**config.mk**
```make
export PLATFORM = sky130hd
export DESIGN_NAME = gold_router
export DESIGN_NICKNAME = d
export VERILOG_FILES = /design/src/design/ring_pkt_pkg.sv /design/src/design/ring_ctl_pkg.sv /design/src/design/slot_buffer.sv /design/src/design/inject_filter.sv /design/src/design/rr_arbiter.sv /design/src/design/vc_plane.sv /design/src/design/gold_router.sv
export VERILOG_INCLUDE_DIRS = /design/src /design/src/design
export SDC_FILE = /design/constraint.sdc
export NUM_CORES = 1
export LEC_CHECK = 0
export ABC_AREA = 1
export BUFFER_PORTS_ARGS = -buffer_cell sky130_fd_sc_hd__buf_2
export CAP_MARGIN = 20
export CORE_ASPECT_RATIO = 1.25
export CORE_MARGIN = 3
export CORE_UTILIZATION = 63
export DETAILED_ROUTE_END_ITERATION = 16
export PLACE_DENSITY = 0.87
export REMOVE_ABC_BUFFERS = 1
export SLEW_MARGIN = 20
export SYNTH_ARGS = -nofsm -noshare
export SYNTH_HDL_FRONTEND = slang
export SYNTH_HIERARCHICAL = 1
export SYNTH_SLANG_ARGS = --single-unit
export TNS_END_PERCENT = 50
```
**constraint.sdc**
```tcl
create_clock -name clk -period 11.3 [get_ports clk]
set_input_delay 2.26 -clock clk [delete_from_list [all_inputs] [get_ports clk]]
set_output_delay 2.26 -clock clk [all_outputs]
set_load 0.01 [all_outputs]
```
**src/design/ring_router_consts.svh**
```systemverilog
`ifndef RING_ROUTER_CONSTS_SVH
`define RING_ROUTER_CONSTS_SVH

// ----------------------------------------
// Packet field widths
// ----------------------------------------
`define RR_PKT_W 64                    // Full packet
`define RR_HOP_W 8                     // Hop count field
`define RR_SRC_W 16                    // Source id, carried unchanged
`define RR_PAY_W 32                    // Payload

// Whatever is left over after vc, dir and the fields above
`define RR_RSV_W (`RR_PKT_W - 2 - `RR_HOP_W - `RR_SRC_W - `RR_PAY_W)

// Hop bit that decides stay-on-ring vs exit to pe
`define RR_ROUTE_BIT 0

// ----------------------------------------
// Legal hop codes on pe injection
// ----------------------------------------
`define RR_HOP_1 8'h01                 // One hop, pass as is
`define RR_HOP_2 8'h03                 // Two hops, forced cw
`define RR_HOP_3 8'h07                 // Three hops, turned around to one hop

`endif

```
**src/design/ring_pkt_pkg.sv**
```systemverilog
`include "ring_router_consts.svh"

package ring_pkt_pkg;

    // Ring direction, one bit in the packet
    typedef enum logic {
        DIR_CW  = 1'b0,
        DIR_CCW = 1'b1
    } ring_dir_e;

    // Packet layout, msb first
    typedef struct packed {
        logic                  vc;        // Virtual channel tag
        ring_dir_e             dir;       // Travel direction
        logic [`RR_RSV_W-1:0]  rsv;       // Unused
        logic [`RR_HOP_W-1:0]  hop;       // Shifted right on every forward
        logic [`RR_SRC_W-1:0]  src;       // Source node
        logic [`RR_PAY_W-1:0]  payload;
    } ring_pkt_t;

endpackage

```
**src/design/ring_ctl_pkg.sv**
```systemverilog
package ring_ctl_pkg;

    // One link in either direction: strobe plus packet
    // Receiver answers with a separate ready line
    typedef struct packed {
        logic                    send;    // Packet valid this cycle
        ring_pkt_pkg::ring_pkt_t pkt;
    } ring_link_t;

    // Router ports, also used as slot index inside a plane
    typedef enum logic [1:0] {
        PORT_CW  = 2'd0,
        PORT_CCW = 2'd1,
        PORT_PE  = 2'd2
    } port_e;

    // Which requester won the last grant
    typedef enum logic {
        LAST_A = 1'b0,
        LAST_B = 1'b1
    } arb_state_e;

endpackage

```
**src/design/slot_buffer.sv**
```systemverilog
`timescale 1ns/1ps

module slot_buffer (
    input  logic                    clk,
    input  logic                    rst_n,
    input  logic                    wen,      // Load d_in, never issued while full
    input  logic                    ren,      // Consume the held packet
    input  ring_pkt_pkg::ring_pkt_t d_in,
    output logic                    full,
    output ring_pkt_pkg::ring_pkt_t d_out
);

    // ----------------------------------------
    // Occupancy flag
    // ----------------------------------------
    always_ff @(posedge clk) begin
        if (!rst_n) begin
            full <= 1'b0;
        end else if (wen) begin
            full <= 1'b1;
        end else if (ren) begin
            full <= 1'b0;                     // Drained this edge
        end
    end

    // Data register, only valid while full
    always_ff @(posedge clk) begin
        if (wen) begin
            d_out <= d_in;
        end
    end

endmodule

```
**src/design/inject_filter.sv**
```systemverilog
`timescale 1ns/1ps
`include "ring_router_consts.svh"

module inject_filter (
    input  ring_pkt_pkg::ring_pkt_t pkt_in,   // Raw packet from the pe
    output ring_pkt_pkg::ring_pkt_t pkt_out,  // Rewritten packet
    output logic                    drop      // Bad hop code, discard
);
    import ring_pkt_pkg::*;

    // ----------------------------------------
    // Hop code check and rewrite
    // ----------------------------------------
    always_comb begin
        pkt_out = pkt_in;
        drop    = 1'b0;
        case (pkt_in.hop)
            `RR_HOP_1: begin
                pkt_out = pkt_in;             // Next node is the target
            end
            `RR_HOP_2: begin
                pkt_out.dir = DIR_CW;         // Two hops always go cw
            end
            `RR_HOP_3: begin
                // Shorter the other way round, one hop back
                if (pkt_in.dir == DIR_CW) begin
                    pkt_out.dir = DIR_CCW;
                end else begin
                    pkt_out.dir = DIR_CW;
                end
                pkt_out.hop = `RR_HOP_1;
            end
            default: begin
                drop = 1'b1;                  // Faulty hop count
            end
        endcase
    end

endmodule

```
**src/design/rr_arbiter.sv**
```systemverilog
`timescale 1ns/1ps

module rr_arbiter (
    input  logic clk,
    input  logic rst_n,
    input  logic req_a,
    input  logic req_b,
    output logic gnt_a,
    output logic gnt_b
);
    import ring_ctl_pkg::*;

    arb_state_e last_q;                       // Winner of the previous grant

    // Grant logic, tie goes to whoever lost last time
    always_comb begin
        gnt_a = req_a;
        gnt_b = req_b;
        if (req_a && req_b) begin
            gnt_a = (last_q == LAST_B);
            gnt_b = (last_q == LAST_A);
        end
    end

    // History update on any grant
    always_ff @(posedge clk) begin
        if (!rst_n) begin
            last_q <= LAST_B;                 // a wins the first tie
        end else if (gnt_a) begin
            last_q <= LAST_A;
        end else if (gnt_b) begin
            last_q <= LAST_B;
        end
    end

endmodule

```
**src/design/vc_plane.sv**
```systemverilog
`timescale 1ns/1ps
`include "ring_router_consts.svh"

module vc_plane (
    input  logic                     clk,
    input  logic                     rst_n,
    input  logic                     active,        // Accept/drain phase, else forward
    input  ring_ctl_pkg::ring_link_t cw_in,
    input  ring_ctl_pkg::ring_link_t ccw_in,
    input  ring_ctl_pkg::ring_link_t pe_in,
    input  logic                     cw_ready_out,
    input  logic                     ccw_ready_out,
    input  logic                     pe_ready_out,
    output logic                     cw_ready_in,
    output logic                     ccw_ready_in,
    output logic                     pe_ready_in,
    output ring_ctl_pkg::ring_link_t cw_out,
    output ring_ctl_pkg::ring_link_t ccw_out,
    output ring_ctl_pkg::ring_link_t pe_out
);
    import ring_pkt_pkg::*;
    import ring_ctl_pkg::*;

    // Slot control, bit index is port_e
    logic [2:0] in_wen, in_ren, in_full, in_send, in_keep;
    logic [2:0] out_wen, out_ren, out_full, ready_out;
    ring_pkt_t  in_d  [3];
    ring_pkt_t  in_q  [3];
    ring_pkt_t  out_d [3];
    ring_pkt_t  out_q [3];

    ring_pkt_t pe_filt;                        // pe packet after hop rewrite
    logic      pe_drop;
    logic      fwd;                            // Forwarding phase

    // Requests and grants, named src_to_dst
    logic cw_to_cw, cw_to_pe, ccw_to_ccw, ccw_to_pe, pe_to_cw, pe_to_ccw;
    logic g_cw_cw, g_cw_pe, g_ccw_ccw, g_ccw_pe, g_pe_cw, g_pe_ccw;

    // Every forward consumes one hop
    function automatic ring_pkt_t hop_shift(input ring_pkt_t p);
        ring_pkt_t r;
        r     = p;
        r.hop = p.hop >> 1;
        return r;
    endfunction

    // ----------------------------------------
    // Input side
    // ----------------------------------------
    inject_filter u_filter (.pkt_in(pe_in.pkt), .pkt_out(pe_filt), .drop(pe_drop));

    assign in_send   = {pe_in.send, ccw_in.send, cw_in.send};
    assign in_keep   = {~pe_drop, 2'b11};      // Only pe packets can be dropped
    assign ready_out = {pe_ready_out, ccw_ready_out, cw_ready_out};
    assign in_d[PORT_CW]  = cw_in.pkt;
    assign in_d[PORT_CCW] = ccw_in.pkt;
    assign in_d[PORT_PE]  = pe_filt;
    assign fwd = ~active;

    for (genvar g = 0; g < 3; g++) begin : g_port
        assign in_wen[g]  = active && in_send[g] && !in_full[g] && in_keep[g];
        assign out_ren[g] = active && out_full[g] && ready_out[g];   // Handshake done

        slot_buffer u_in (.clk(clk), .rst_n(rst_n), .wen(in_wen[g]), .ren(in_ren[g]),
                          .d_in(in_d[g]), .full(in_full[g]), .d_out(in_q[g]));
        slot_buffer u_out (.clk(clk), .rst_n(rst_n), .wen(out_wen[g]), .ren(out_ren[g]),
                           .d_in(out_d[g]), .full(out_full[g]), .d_out(out_q[g]));
    end

    // ----------------------------------------
    // Routing requests
    // ----------------------------------------
    // Transit keeps direction while hop bit 0 is set, else exits to pe
    assign cw_to_cw   = fwd && in_full[PORT_CW] && in_q[PORT_CW].hop[`RR_ROUTE_BIT]
                        && !out_full[PORT_CW];
    assign cw_to_pe   = fwd && in_full[PORT_CW] && !in_q[PORT_CW].hop[`RR_ROUTE_BIT]
                        && !out_full[PORT_PE];
    assign ccw_to_ccw = fwd && in_full[PORT_CCW] && in_q[PORT_CCW].hop[`RR_ROUTE_BIT]
                        && !out_full[PORT_CCW];
    assign ccw_to_pe  = fwd && in_full[PORT_CCW] && !in_q[PORT_CCW].hop[`RR_ROUTE_BIT]
                        && !out_full[PORT_PE];
    // Injected packets follow their dir bit
    assign pe_to_cw   = fwd && in_full[PORT_PE] && (in_q[PORT_PE].dir == DIR_CW)
                        && !out_full[PORT_CW];
    assign pe_to_ccw  = fwd && in_full[PORT_PE] && (in_q[PORT_PE].dir == DIR_CCW)
                        && !out_full[PORT_CCW];

    // One arbiter per output slot
    rr_arbiter u_arb_cw (.clk(clk), .rst_n(rst_n), .req_a(cw_to_cw), .req_b(pe_to_cw),
                         .gnt_a(g_cw_cw), .gnt_b(g_pe_cw));
    rr_arbiter u_arb_ccw (.clk(clk), .rst_n(rst_n), .req_a(ccw_to_ccw), .req_b(pe_to_ccw),
                          .gnt_a(g_ccw_ccw), .gnt_b(g_pe_ccw));
    rr_arbiter u_arb_pe (.clk(clk), .rst_n(rst_n), .req_a(cw_to_pe), .req_b(ccw_to_pe),
                         .gnt_a(g_cw_pe), .gnt_b(g_ccw_pe));

    // ----------------------------------------
    // Transfer on grant
    // ----------------------------------------
    assign in_ren[PORT_CW]  = g_cw_cw | g_cw_pe;
    assign in_ren[PORT_CCW] = g_ccw_ccw | g_ccw_pe;
    assign in_ren[PORT_PE]  = g_pe_cw | g_pe_ccw;
    assign out_wen[PORT_CW]  = g_cw_cw | g_pe_cw;
    assign out_wen[PORT_CCW] = g_ccw_ccw | g_pe_ccw;
    assign out_wen[PORT_PE]  = g_cw_pe | g_ccw_pe;
    assign out_d[PORT_CW]  = hop_shift(g_cw_cw ? in_q[PORT_CW] : in_q[PORT_PE]);
    assign out_d[PORT_CCW] = hop_shift(g_ccw_ccw ? in_q[PORT_CCW] : in_q[PORT_PE]);
    assign out_d[PORT_PE]  = hop_shift(g_cw_pe ? in_q[PORT_CW] : in_q[PORT_CCW]);

    // Port side, top picks the active plane
    assign cw_ready_in  = ~in_full[PORT_CW];
    assign ccw_ready_in = ~in_full[PORT_CCW];
    assign pe_ready_in  = ~in_full[PORT_PE];   // Drop does not touch ready
    assign cw_out  = '{send: out_full[PORT_CW], pkt: out_q[PORT_CW]};
    assign ccw_out = '{send: out_full[PORT_CCW], pkt: out_q[PORT_CCW]};
    assign pe_out  = '{send: out_full[PORT_PE], pkt: out_q[PORT_PE]};

endmodule

```
**src/design/gold_router.sv**
```systemverilog
`timescale 1ns/1ps

module gold_router (
    input  logic                     clk,
    input  logic                     rst_n,
    input  logic                     polarity,      // 1: even plane on the ports
    input  ring_ctl_pkg::ring_link_t cw_in,
    input  ring_ctl_pkg::ring_link_t ccw_in,
    input  ring_ctl_pkg::ring_link_t pe_in,
    input  logic                     cw_ready_out,
    input  logic                     ccw_ready_out,
    input  logic                     pe_ready_out,
    output logic                     cw_ready_in,
    output logic                     ccw_ready_in,
    output logic                     pe_ready_in,
    output ring_ctl_pkg::ring_link_t cw_out,
    output ring_ctl_pkg::ring_link_t ccw_out,
    output ring_ctl_pkg::ring_link_t pe_out
);
    import ring_ctl_pkg::*;

    logic       even_active, odd_active;
    logic       even_cw_rdy, even_ccw_rdy, even_pe_rdy;
    logic       odd_cw_rdy, odd_ccw_rdy, odd_pe_rdy;
    ring_link_t even_cw_out, even_ccw_out, even_pe_out;
    ring_link_t odd_cw_out, odd_ccw_out, odd_pe_out;

    // ----------------------------------------
    // Phase split
    // ----------------------------------------
    assign even_active = polarity;
    assign odd_active  = ~polarity;            // Odd forwards while even is on the ports

    // Both planes see every input, only the active one latches it
    vc_plane even_plane (
        .clk(clk), .rst_n(rst_n), .active(even_active),
        .cw_in(cw_in), .ccw_in(ccw_in), .pe_in(pe_in),
        .cw_ready_out(cw_ready_out), .ccw_ready_out(ccw_ready_out),
        .pe_ready_out(pe_ready_out),
        .cw_ready_in(even_cw_rdy), .ccw_ready_in(even_ccw_rdy), .pe_ready_in(even_pe_rdy),
        .cw_out(even_cw_out), .ccw_out(even_ccw_out), .pe_out(even_pe_out)
    );

    vc_plane odd_plane (
        .clk(clk), .rst_n(rst_n), .active(odd_active),
        .cw_in(cw_in), .ccw_in(ccw_in), .pe_in(pe_in),
        .cw_ready_out(cw_ready_out), .ccw_ready_out(ccw_ready_out),
        .pe_ready_out(pe_ready_out),
        .cw_ready_in(odd_cw_rdy), .ccw_ready_in(odd_ccw_rdy), .pe_ready_in(odd_pe_rdy),
        .cw_out(odd_cw_out), .ccw_out(odd_ccw_out), .pe_out(odd_pe_out)
    );

    // ----------------------------------------
    // Port muxing
    // ----------------------------------------
    // Ready lines show the plane that accepts this cycle
    assign cw_ready_in  = even_active ? even_cw_rdy : odd_cw_rdy;
    assign ccw_ready_in = even_active ? even_ccw_rdy : odd_ccw_rdy;
    assign pe_ready_in  = even_active ? even_pe_rdy : odd_pe_rdy;

    // Outgoing links from the draining plane
    assign cw_out  = even_active ? even_cw_out : odd_cw_out;
    assign ccw_out = even_active ? even_ccw_out : odd_ccw_out;
    assign pe_out  = even_active ? even_pe_out : odd_pe_out;

endmodule

```
* Yosys cells after proc, flatten, opt, wreduce, memory -nomap -nowiden
Cells that the tools add are included.
** Word-level totals
- Logic and storage cells :: 280
- Register bits after elaboration :: 780
- Bits of input ports :: 201
- Output and inout port bits :: 198
** Cells by class
- Eq/ne operators :: 3
- Bitwise operators :: 27
- Reductions and logical operators :: 97
- Multiplexer cells :: 63
** Operators by type and width (number)
- 2-to-1 mux 64 bit :: 6
- 2-to-1 mux 65 bit :: 3
- logical AND 1 bit :: 62
- 2-to-1 mux 1 bit :: 52
- nonzero test 2 bit :: 18
- zero test 1 bit :: 16
- inverter 1 bit :: 15
- bitwise OR 1 bit :: 12
- == test 8 x 1 -> 1 bit, second input constant :: 1
- == test 8 x 2 -> 1 bit, second input constant :: 1
- == test 8 x 3 -> 1 bit, second input constant :: 1
- 2-to-1 mux 8 bit :: 1
- OR reduction 3 bit :: 1
- case mux 1 bit (2 select lines) :: 1

* Depth between registers and ports, before layout
Gate-level depths: netlist of the first run.
- Depth after elaboration :: 9
- Gate-level depth with buffers :: 16
- Depth with buffers taken out :: 11

* Hierarchy
The synthesis of the first run kept the hierarchy.
** By module, submodules not included
- slot_buffer :: seq. area each 1941.9 µm², area an instance 1965.6 µm², times used 12, cells an instance 70
- vc_plane :: seq. area each 0.0 µm², area an instance 2537.4 µm², times used 2, cells an instance 597
- gold_router :: seq. area each 0.0 µm², area an instance 2493.6 µm², times used 1, cells an instance 638
- inject_filter :: seq. area each 0.0 µm², area an instance 533.0 µm², times used 2, cells an instance 81
- rr_arbiter :: seq. area each 20.0 µm², area an instance 65.1 µm², times used 6, cells an instance 8

* Worst setup path after synthesis of the first run
No wires, ideal clock.
- Path kind :: input-to-reg
- From :: input port polarity
- To :: register odd_plane.g_port[2].u_in.full
- Buffers on the path :: 2
- Data required time :: 11.227 ns
- Arrival time :: 5.950 ns
- Stages on the path :: 7
- Setup time :: 0.073 ns
- Slack :: 5.277 ns
- Path through :: buf_4 -> inv_4 -> buf_2 -> nand2_1 -> nor2_1 -> inv_1 -> a21oi_2
** Between the ends
- Elaborated cells between the ends (all ways) :: 22
- Those cells by class :: mux: 3; bitwise: 2; reduce/logical: 17
** RTL lines
- start: declaration :: line gold_router.sv:6 : input logic polarity,
- inverter 1 bit * :: line gold_router.sv:32 : assign odd_active = ~polarity;
- net odd_active :: line gold_router.sv:22 : logic even_active, odd_active;
- logical AND 1 bit * (3 in series) :: line vc_plane.sv:62 : assign in_wen[g] = active && in_send[g] && !in_full[g] && in_keep[g];
- net odd_plane.in_wen[2] :: line vc_plane.sv:25 : logic [2:0] in_wen, in_ren, in_full, in_send, in_keep;
- 2-to-1 mux 1 bit / nonzero test 2 bit (equally long branches)
- end signal: assignment :: line slot_buffer.sv:18 : full <= 1'b0;
- end signal: assignment :: line slot_buffer.sv:20 : full <= 1'b1;
- end signal: assignment :: line slot_buffer.sv:22 : full <= 1'b0;
- end: declaration :: line slot_buffer.sv:9 : output logic full,
The timed path passes the listed nets; every way through them passes the cells marked *.
A chain may end at the register's enable or synchronous reset.

==> metrics, run 1 <==
status=complete, no violations; critical path data arrival time=4540 ps; most frequent cells in the layout=nand2_1 (1,288), edfxtp_1 (766), buf_2 (397); share of layout cells above drive strength 1=18.2%; Tightest Pin Transition=1170 ps; CP required=9040 ps; Starting Density=64.1%; first-pass GRT wire length=131,000 um; total CTS buffers=71; wire length per cell=23.4 um; chip width=209 um; Cell Area, Placed=34,000 sq um; Pre-antenna DRT Iters=8; most common cell after layout, fill and taps aside=nand2_1; Cell Area, Synth=32,500 sq um; most frequent CP cell=nand2_1; total negative setup slack=0 ps; Crit Path Class=in -> out; pwr dens=167 nW/um^2; HPWL reported at the end of detailed placement=54,300 um; Final setup viols=0; P&R area growth vs syn=11.8%; DRC=0; clock sink count=784; Cell Chain, Critical Path=buf_6 -> inv_6 -> buf_4 -> nand2_1 -> nand2_1 -> buf_2; NumNets Final=3,334; Die Y=260 um; minimum clock period=6800 ps; CP Launch Type=primary input; Bufs and invs on worst path=4; Slew Limit Fails=0; pin count of the biggest net entering global routing=124; count of max-cap constraint violations=0; I/O Buffers=398; core area=50,800 sq um; # Post-CTS Setup Buffers=0; Slew HR=22.2%; fmax=0.147 GHz; CTS clk-pin slew, worst paths=60 ps; GP Congestion=0.918; die area=54,400 sq um; VDD IR max=140 uV; total grt overflow=0; Row Count=92; Resize count post-CTS=0; Initial DRC Count=2,696; Final Hold Vio Count=0; Post-Syn Instances=2,878; Slowest-stage cell, CP=buf_4; I/O Pins=399; clock latency on the worst-skew pair=610 ps; via count=22,500; vias in the first global route=23,000; FF/Latch Area=23,400 sq um; Max FO, Critical Path=123; leakage power=14.6 nW; fill count=3,243; crit path capture type=primary output; Via density=5.80; Ys Warns=6; H-tree depth=3; Design Area, Final=36,400 sq um; Mean Syn Cell Area=11.3 sq um; Hold Crit Class=reg -> reg; RSZ-0062 raised after global routing=false; antenna violations before repair=25; GRT Total Usage=32.6%; multi-input logic area=6800 sq um; Clock Skews=24.6 ps; CTS tree=built; clk root buf=clkbuf_16; cell family with most CP delay=buffers and inverters; CTS Buffer Depth=3; WHS=486 ps; Detail Route Antenna Nets=0; Worst path max stage delay=760 ps; cts hold-fix bufs=0; Tcrit/Tclk final=60.2%; WL final=90,700 um
per-stage QoR:
stage	power, mW	util, %	instances	setup slack (ps)
5_1_grt	6.23	71.6	3861	4360
2_1_floorplan	3.52	-	2635	3420
4_1_cts	6.07	71.5	3845	4550
3_5_place_dp	3.72	67.0	3718	4550
6_report	6.06	71.7	3868	4500
3_3_place_gp	3.70	67.0	3718	4690
worst register-to-register path: stages (launching register included):
cell	delay, ps
dfxtp_1	430
nand2_1	100
nor2_1	210
inv_1	120
a21oi_4	170
clkinv_2	560
buf_4	590
nand2_4	600
buf_4	770
inv_1	230
a21oi_2	170
worst paths after layout:
check	startpoint	endpoint	slack (ps)	cells after the start
worst max-delay path	polarity	pe_out[17]	4500	6
worst min-delay path	odd_plane/g_port[1].u_out/full	odd_plane/g_port[1].u_out/full	490	2
worst max register to register	even_plane/g_port[0].u_in/full	even_plane/g_port[2].u_out/full	7280	10
worst min register to register	odd_plane/g_port[1].u_out/full	odd_plane/g_port[1].u_out/full	490	2
per-layer routing:
metal / up-vias / wire, um / GRT usage, %
met3: 352 / 10300 / 6.93
met4: 10 / 5960 / 22.3
met2: 1692 / 45300 / 54.8
met1: 10600 / 29100 / 37.6
met5: - / 69 / 0
li1: 9846 / - / -
flip-flops by register name, summed over array words and instances (netlist names):
name and flops:
odd_plane/g_port.u_out/full 3, odd_plane/u_arb_ccw/last_q 1, odd_plane/g_port.u_in/d_out 191, even_plane/u_arb_pe/last_q 1, odd_plane/u_arb_pe/last_q 1, even_plane/u_arb_cw/last_q 1
odd_plane/g_port.u_in/full 3, even_plane/g_port.u_in/full 3, odd_plane/g_port.u_out/d_out 192, even_plane/u_arb_ccw/last_q 1, even_plane/g_port.u_out/d_out 192, odd_plane/u_arb_cw/last_q 1
even_plane/g_port.u_in/d_out 191, even_plane/g_port.u_out/full 3
power breakdown:
part | switching (mW) | internal (mW) | leakage [nW]
clock | 1.02 | 1.38 | 1.11
combinational | 0.255 | 0.0972 | 6.36
sequential | 0.0348 | 3.28 | 7.15
final cells by class:
| class | instances | share of cell area [%] |
|---|---|---|
| antenna | 23 | 0.158 |
| multi-input combinational | 1632 | 18.7 |
| inverter | 219 | 2.28 |
| timing repair buffer | 425 | 6.05 |
| clock inverter | 33 | 0.960 |
| clock buffer | 94 | 5.36 |
| tap | 658 | 2.26 |
| sequential | 784 | 64.2 |
(Power assumes the default switching activity.)
==> run 2, diff against run 1 <==
Settings changed: ABC_AREA 1 to 0, CORE_UTILIZATION 63 to 53, PLACE_DENSITY 0.87 to 0.77.
Clock period 11.3 ns to 6.2 ns, I/O delays scaled along.
==> metrics, run 2 <==
status=complete, no violations; Hold Crit Class=reg -> reg; core area=62,500 sq um (+23%); NumNets Final=2,194 (-34%); total negative setup slack=0 ps (unchanged); dpl cells=2,747 (-26%); Crit Path Class=in -> out; Mean Syn Cell Area=20.2 sq um (+79%); total grt overflow=0 (unchanged); most frequent cells in the layout=edfxtp_1 (766), buf_2 (397), mux2_4 (388); Starting Density=54.0% (-10 points); CTS Buffer Depth=3 (unchanged); Tcrit/Tclk final=69.7%; first-pass GRT wire length=115,000 um (-12%); H-tree depth=3 (unchanged); I/O Buffers=398 (unchanged); DP Worst Slack=1660 ps (-2900 ps); Pre-antenna DRT Iters=5 (-3); Final setup viols=0 (unchanged); vias in the first global route=17,500 (-24%); count of max-cap constraint violations=0 (unchanged); clock latency on the worst-skew pair=610 ps (about the same); Final Hold Vio Count=0 (unchanged); CTS clk-pin slew, worst paths=60 ps (about the same); wire length per cell=28.2 um (+20%); GRT Total Usage=24.1% (-8.5 points); Max FO, Critical Path=69 (-44%); Cell Int Power=8.95 mW (+88%); Clock Skews=21.9 ps (-2.70 ps); die area=66,800 sq um (+23%); clock share of power=40.4% (+0.8 points); DRC=0 (unchanged); Cell Area, Synth=33,800 sq um (+3.7%); VDD IR max=230 uV (+64%); Die Y=288 um (+11%); Resize count post-CTS=0 (unchanged); chip width=232 um (+11%); WL final=82,000 um (-9.6%); Post-Syn Instances=1,669 (-42%); P&R area growth vs syn=13.3%; HPWL reported at the end of detailed placement=50,000 um (-7.9%); fmax=0.231 GHz; Final Total Pwr=11.3 mW (+86%); Via density=5.60 (-3.6%); CP required=4960 ps (-4080 ps); post-route insts no fill=2,905 (-25%); Tightest Pin Transition=1140 ps (-22.5 ps); total CTS buffers=76 (+7.0%); Design Area, Final=38,200 sq um (+5.1%); # Post-CTS Setup Buffers=0 (unchanged); Cell Area, Placed=35,700 sq um (+5.0%); NetSw=2.31 mW (+76%); leakage power=14.1 nW (-3.9%); CTS tree=built; cts hold-fix bufs=0 (unchanged); antenna violations before repair=31 (+24%); Detail Route Antenna Nets=0 (unchanged); critical path data arrival time=3080 ps (-1460 ps); CP Launch Type=primary input; Slew HR=23.7% (+1.5 points); minimum clock period=4320 ps; most common cell after layout, fill and taps aside=edfxtp_1; RSZ-0062 raised after global routing=false; via count=16,300 (-28%); clk root buf=clkbuf_16; I/O Pins=399 (unchanged); GP Congestion=0.818 (-11%); pin count of the biggest net entering global routing=117 (-5.6%); crit path capture type=primary output; Switching Share=20.5% (-1.1 points); clock sink count=784 (unchanged); sequential power share=53.6% (-1.0 points); fin worst setup slack=1880 ps (-2620 ps); Ys Warns=6 (unchanged); Slew Limit Fails=0 (unchanged); share of layout cells above drive strength 1=56.5% (+38 points); Initial DRC Count=1,171 (-57%); Comb power frac=6.0% (+0.2 points); Row Count=102 (+11%); pwr dens=294 nW/um^2 (+77%); biggest regs=even_plane/g_port.u_out/d_out x192, odd_plane/g_port.u_out/d_out x192
-- run 2: layout make-up --
cell class	instances	area (sq um)
Fill cell	4467	24300
Sequential cell	784	23400
Multi-Input combinational cell	688	8970
Timing Repair Buffer	428	2300
Clock buffer	102	2050
Tap cell	832	1040
Clock inverter	35	404
Inverter	15	56.3
Antenna cell	21	52.6
-- run 2: power by group through the flow --
stage	registers, mW	clock network, mW	logic, mW
finish	6.03	4.55	0.672
global route	6.04	4.85	0.704
global placement	6.13	0	0.663
detailed placement	6.14	0	0.675
floorplan	6.12	0	0.396
CTS	6.03	4.63	0.678
-- run 2: final timing paths --
| path | cells after the start | startpoint | slack, ps | endpoint |
|---|---|---|---|---|
| max | 4 | polarity | 1880 | cw_out[36] |
| min | 2 | even_plane/u_arb_ccw/last_q | 550 | even_plane/u_arb_ccw/last_q |
| max reg2reg | 4 | even_plane/g_port[0].u_in/full | 3030 | even_plane/g_port[0].u_out/d_out[53] |
| min reg2reg | 2 | even_plane/u_arb_ccw/last_q | 550 | even_plane/u_arb_ccw/last_q |
-- run 2: stage by stage --
step | hold WS (ps) | utilization, %
2_1_floorplan | 490 | -
3_3_place_gp | 512 | 57.1
3_5_place_dp | 532 | 57.1
4_1_cts | 549 | 61.1
5_1_grt | 564 | 61.1
6_report | 551 | 61.1
-- run 2: per-layer routing --
layer | part of all wire [%] | up-vias | global-route usage, %
met3 | 6.4 | 155 | 4.73
met4 | 3.0 | 18 | 9.81
li1 | - | 7018 | -
met5 | 0.14 | - | 0
met1 | 38 | 8424 | 29.1
met2 | 52 | 647 | 42.5
-- run 2: worst max-delay path, stage by stage --
cell	delay (ps)
buf_8	200
buf_4	860
mux2_2	460
buf_2	150
==> run 3, diff against run 2 <==
Settings changed: CORE_UTILIZATION 53 to 59, PLACE_DENSITY 0.77 to 0.82.
Clock period 6.2 ns to 4.1 ns, I/O delays scaled along.
==> metrics, run 3 (same netlist as run 2, synthesis figures left out) <==
Crit Path Class=in -> out; Detail Route Antenna Nets=0 (unchanged); P&R area growth vs syn=13.5%; die area=60,100 sq um (-9.9%); Slew Limit Fails=0 (unchanged); cts hold-fix bufs=0 (unchanged); multi-input logic area=8970 sq um (unchanged); fill count=3,567 (-20%); wire length per cell=29.1 um (+3.1%); Row Count=97 (-4.9%); Tightest Pin Transition=1040 ps (-107 ps); CP Launch Type=primary input; Worst path max stage delay=840 ps (-20 ps); Slowest-stage cell, CP=buf_4; most frequent cells in the layout=edfxtp_1 (766), buf_2 (397), mux2_4 (388); Via density=5.84 (+4.2%); Cell Chain, Critical Path=buf_8 -> buf_4 -> mux2_2 -> buf_2; count of max-cap constraint violations=0 (unchanged); HPWL reported at the end of detailed placement=50,100 um (+0.25%); most common cell after layout, fill and taps aside=edfxtp_1; H-tree depth=3 (unchanged); RSZ-0062 raised after global routing=false; status=complete, no violations; minimum clock period=3450 ps; biggest regs=even_plane/g_port.u_out/d_out x192, odd_plane/g_port.u_out/d_out x192; Hold Crit Class=in -> reg; pin count of the biggest net entering global routing=116 (-0.85%); clock latency on the worst-skew pair=610 ps (about the same); clock sink count=784 (unchanged); Die Y=273 um (-5.1%); Tcrit/Tclk final=84.2%; Final Hold Vio Count=0 (unchanged); Starting Density=60.0% (+6.0 points); CP required=3280 ps (-1680 ps); clk root buf=clkbuf_16; total CTS buffers=73 (-3.9%); # Post-CTS Setup Buffers=0 (unchanged); dpl cells=2,665 (-3.0%); CTS clk-pin slew, worst paths=60 ps (about the same); CTS Buffer Depth=3 (unchanged); Clock Skews=14.5 ps (-7.41 ps); FF/Latch Area=23,400 sq um (unchanged); chip width=220 um (-5.1%); CTS tree=built; I/O Buffers=398 (unchanged); pwr dens=439 nW/um^2 (+49%); total negative setup slack=0 ps (unchanged); total grt overflow=0 (unchanged); crit path capture type=primary output; WL final=82,000 um (about the same); GP Congestion=0.820 (+0.23%); GRT Total Usage=26.9% (+2.8 points); Max FO, Critical Path=58 (-16%); VDD IR max=335 uV (+46%); post-route insts no fill=2,819 (-3.0%); Final setup viols=0 (unchanged); DRC=0 (unchanged); critical path data arrival time=2630 ps (-450 ps); NumNets Final=2,199 (+0.23%); I/O Pins=399 (unchanged); antenna violations before repair=29 (-6.5%); vias in the first global route=17,800 (+1.8%); core area=56,300 sq um (-9.9%); leakage power=14.1 nW (+0.37%); Slew HR=30.8% (+7.1 points); share of layout cells above drive strength 1=57.0% (+0.46 points); Initial DRC Count=1,390 (+19%); first-pass GRT wire length=116,000 um (+0.31%); Resize count post-CTS=0 (unchanged); fmax=0.290 GHz; WHS=394 ps (-157 ps); via count=16,500 (+1.2%); Pre-antenna DRT Iters=5 (unchanged)
[run 3: cell types whose count changed in the layout (fill, tap and decap cells not counted), sizes merged]
cell and change:
clkbuf -12, buf +8, clkinv +5, diode +3
bufinv -2, clkinvlp +2
[run 3: path summary, 6_finish.rpt]
check	start	end	slack [ps]	cells past startpoint
worst min-delay path	cw_in[30]	even_plane/g_port[0].u_in/d_out[30]	390	1
worst min register to register	even_plane/u_arb_cw/last_q	even_plane/u_arb_cw/last_q	540	2
worst max-delay path	polarity	cw_out[25]	650	4
worst max register to register	even_plane/g_port[2].u_in/d_out[62]	even_plane/g_port[0].u_out/d_out[41]	1480	4
[run 3: layout make-up]
class | count | area share, %
Clock buffer | 90 | 5.21
Timing Repair Buffer | 436 | 6.75
Multi-Input combinational cell | 688 | 23.4
Inverter | 15 | 0.147
Clock inverter | 40 | 0.914
Antenna cell | 24 | 0.157
Sequential cell | 784 | 61.0
Tap cell | 742 | 2.42
[run 3: critical path, delay by kind of cell]
kind | cells | cell delay, ps
mux | 1 | 440
buf+inv | 3 | 1270
[run 3: metrics by stage]
stage | setup slack (ps) | total power, mW | utilization [%] | area, sq um
finish | 646 | 16.8 | 68.0 | 38300
global route | 575 | 17.3 | 68.0 | 38300
CTS | 633 | 16.9 | 67.9 | 38200
global placement | 644 | 10.3 | 63.8 | 35900
detailed placement | 586 | 10.3 | 63.8 | 35900
floorplan | -5780 | 9.86 | - | 32300
[run 3: where the power goes]
| part | switching (mW) | internal, mW | total [mW] |
|---|---|---|---|
| clock network | 2.82 | 3.84 | 6.66 |
| logic | 0.559 | 0.482 | 1.04 |
| registers | 0.0957 | 9.03 | 9.12 |
| total | 3.48 | 13.3 | 16.8 |
[run 3: routing by layer]
metal  wire (um)  GRT usage (%)  up-vias
met2       42700           47.1      770
li1            -              -     7022
met1       30500           32.1     8470
met4        3380           13.8       10
met3        5440           4.45      178
met5          80              0        -
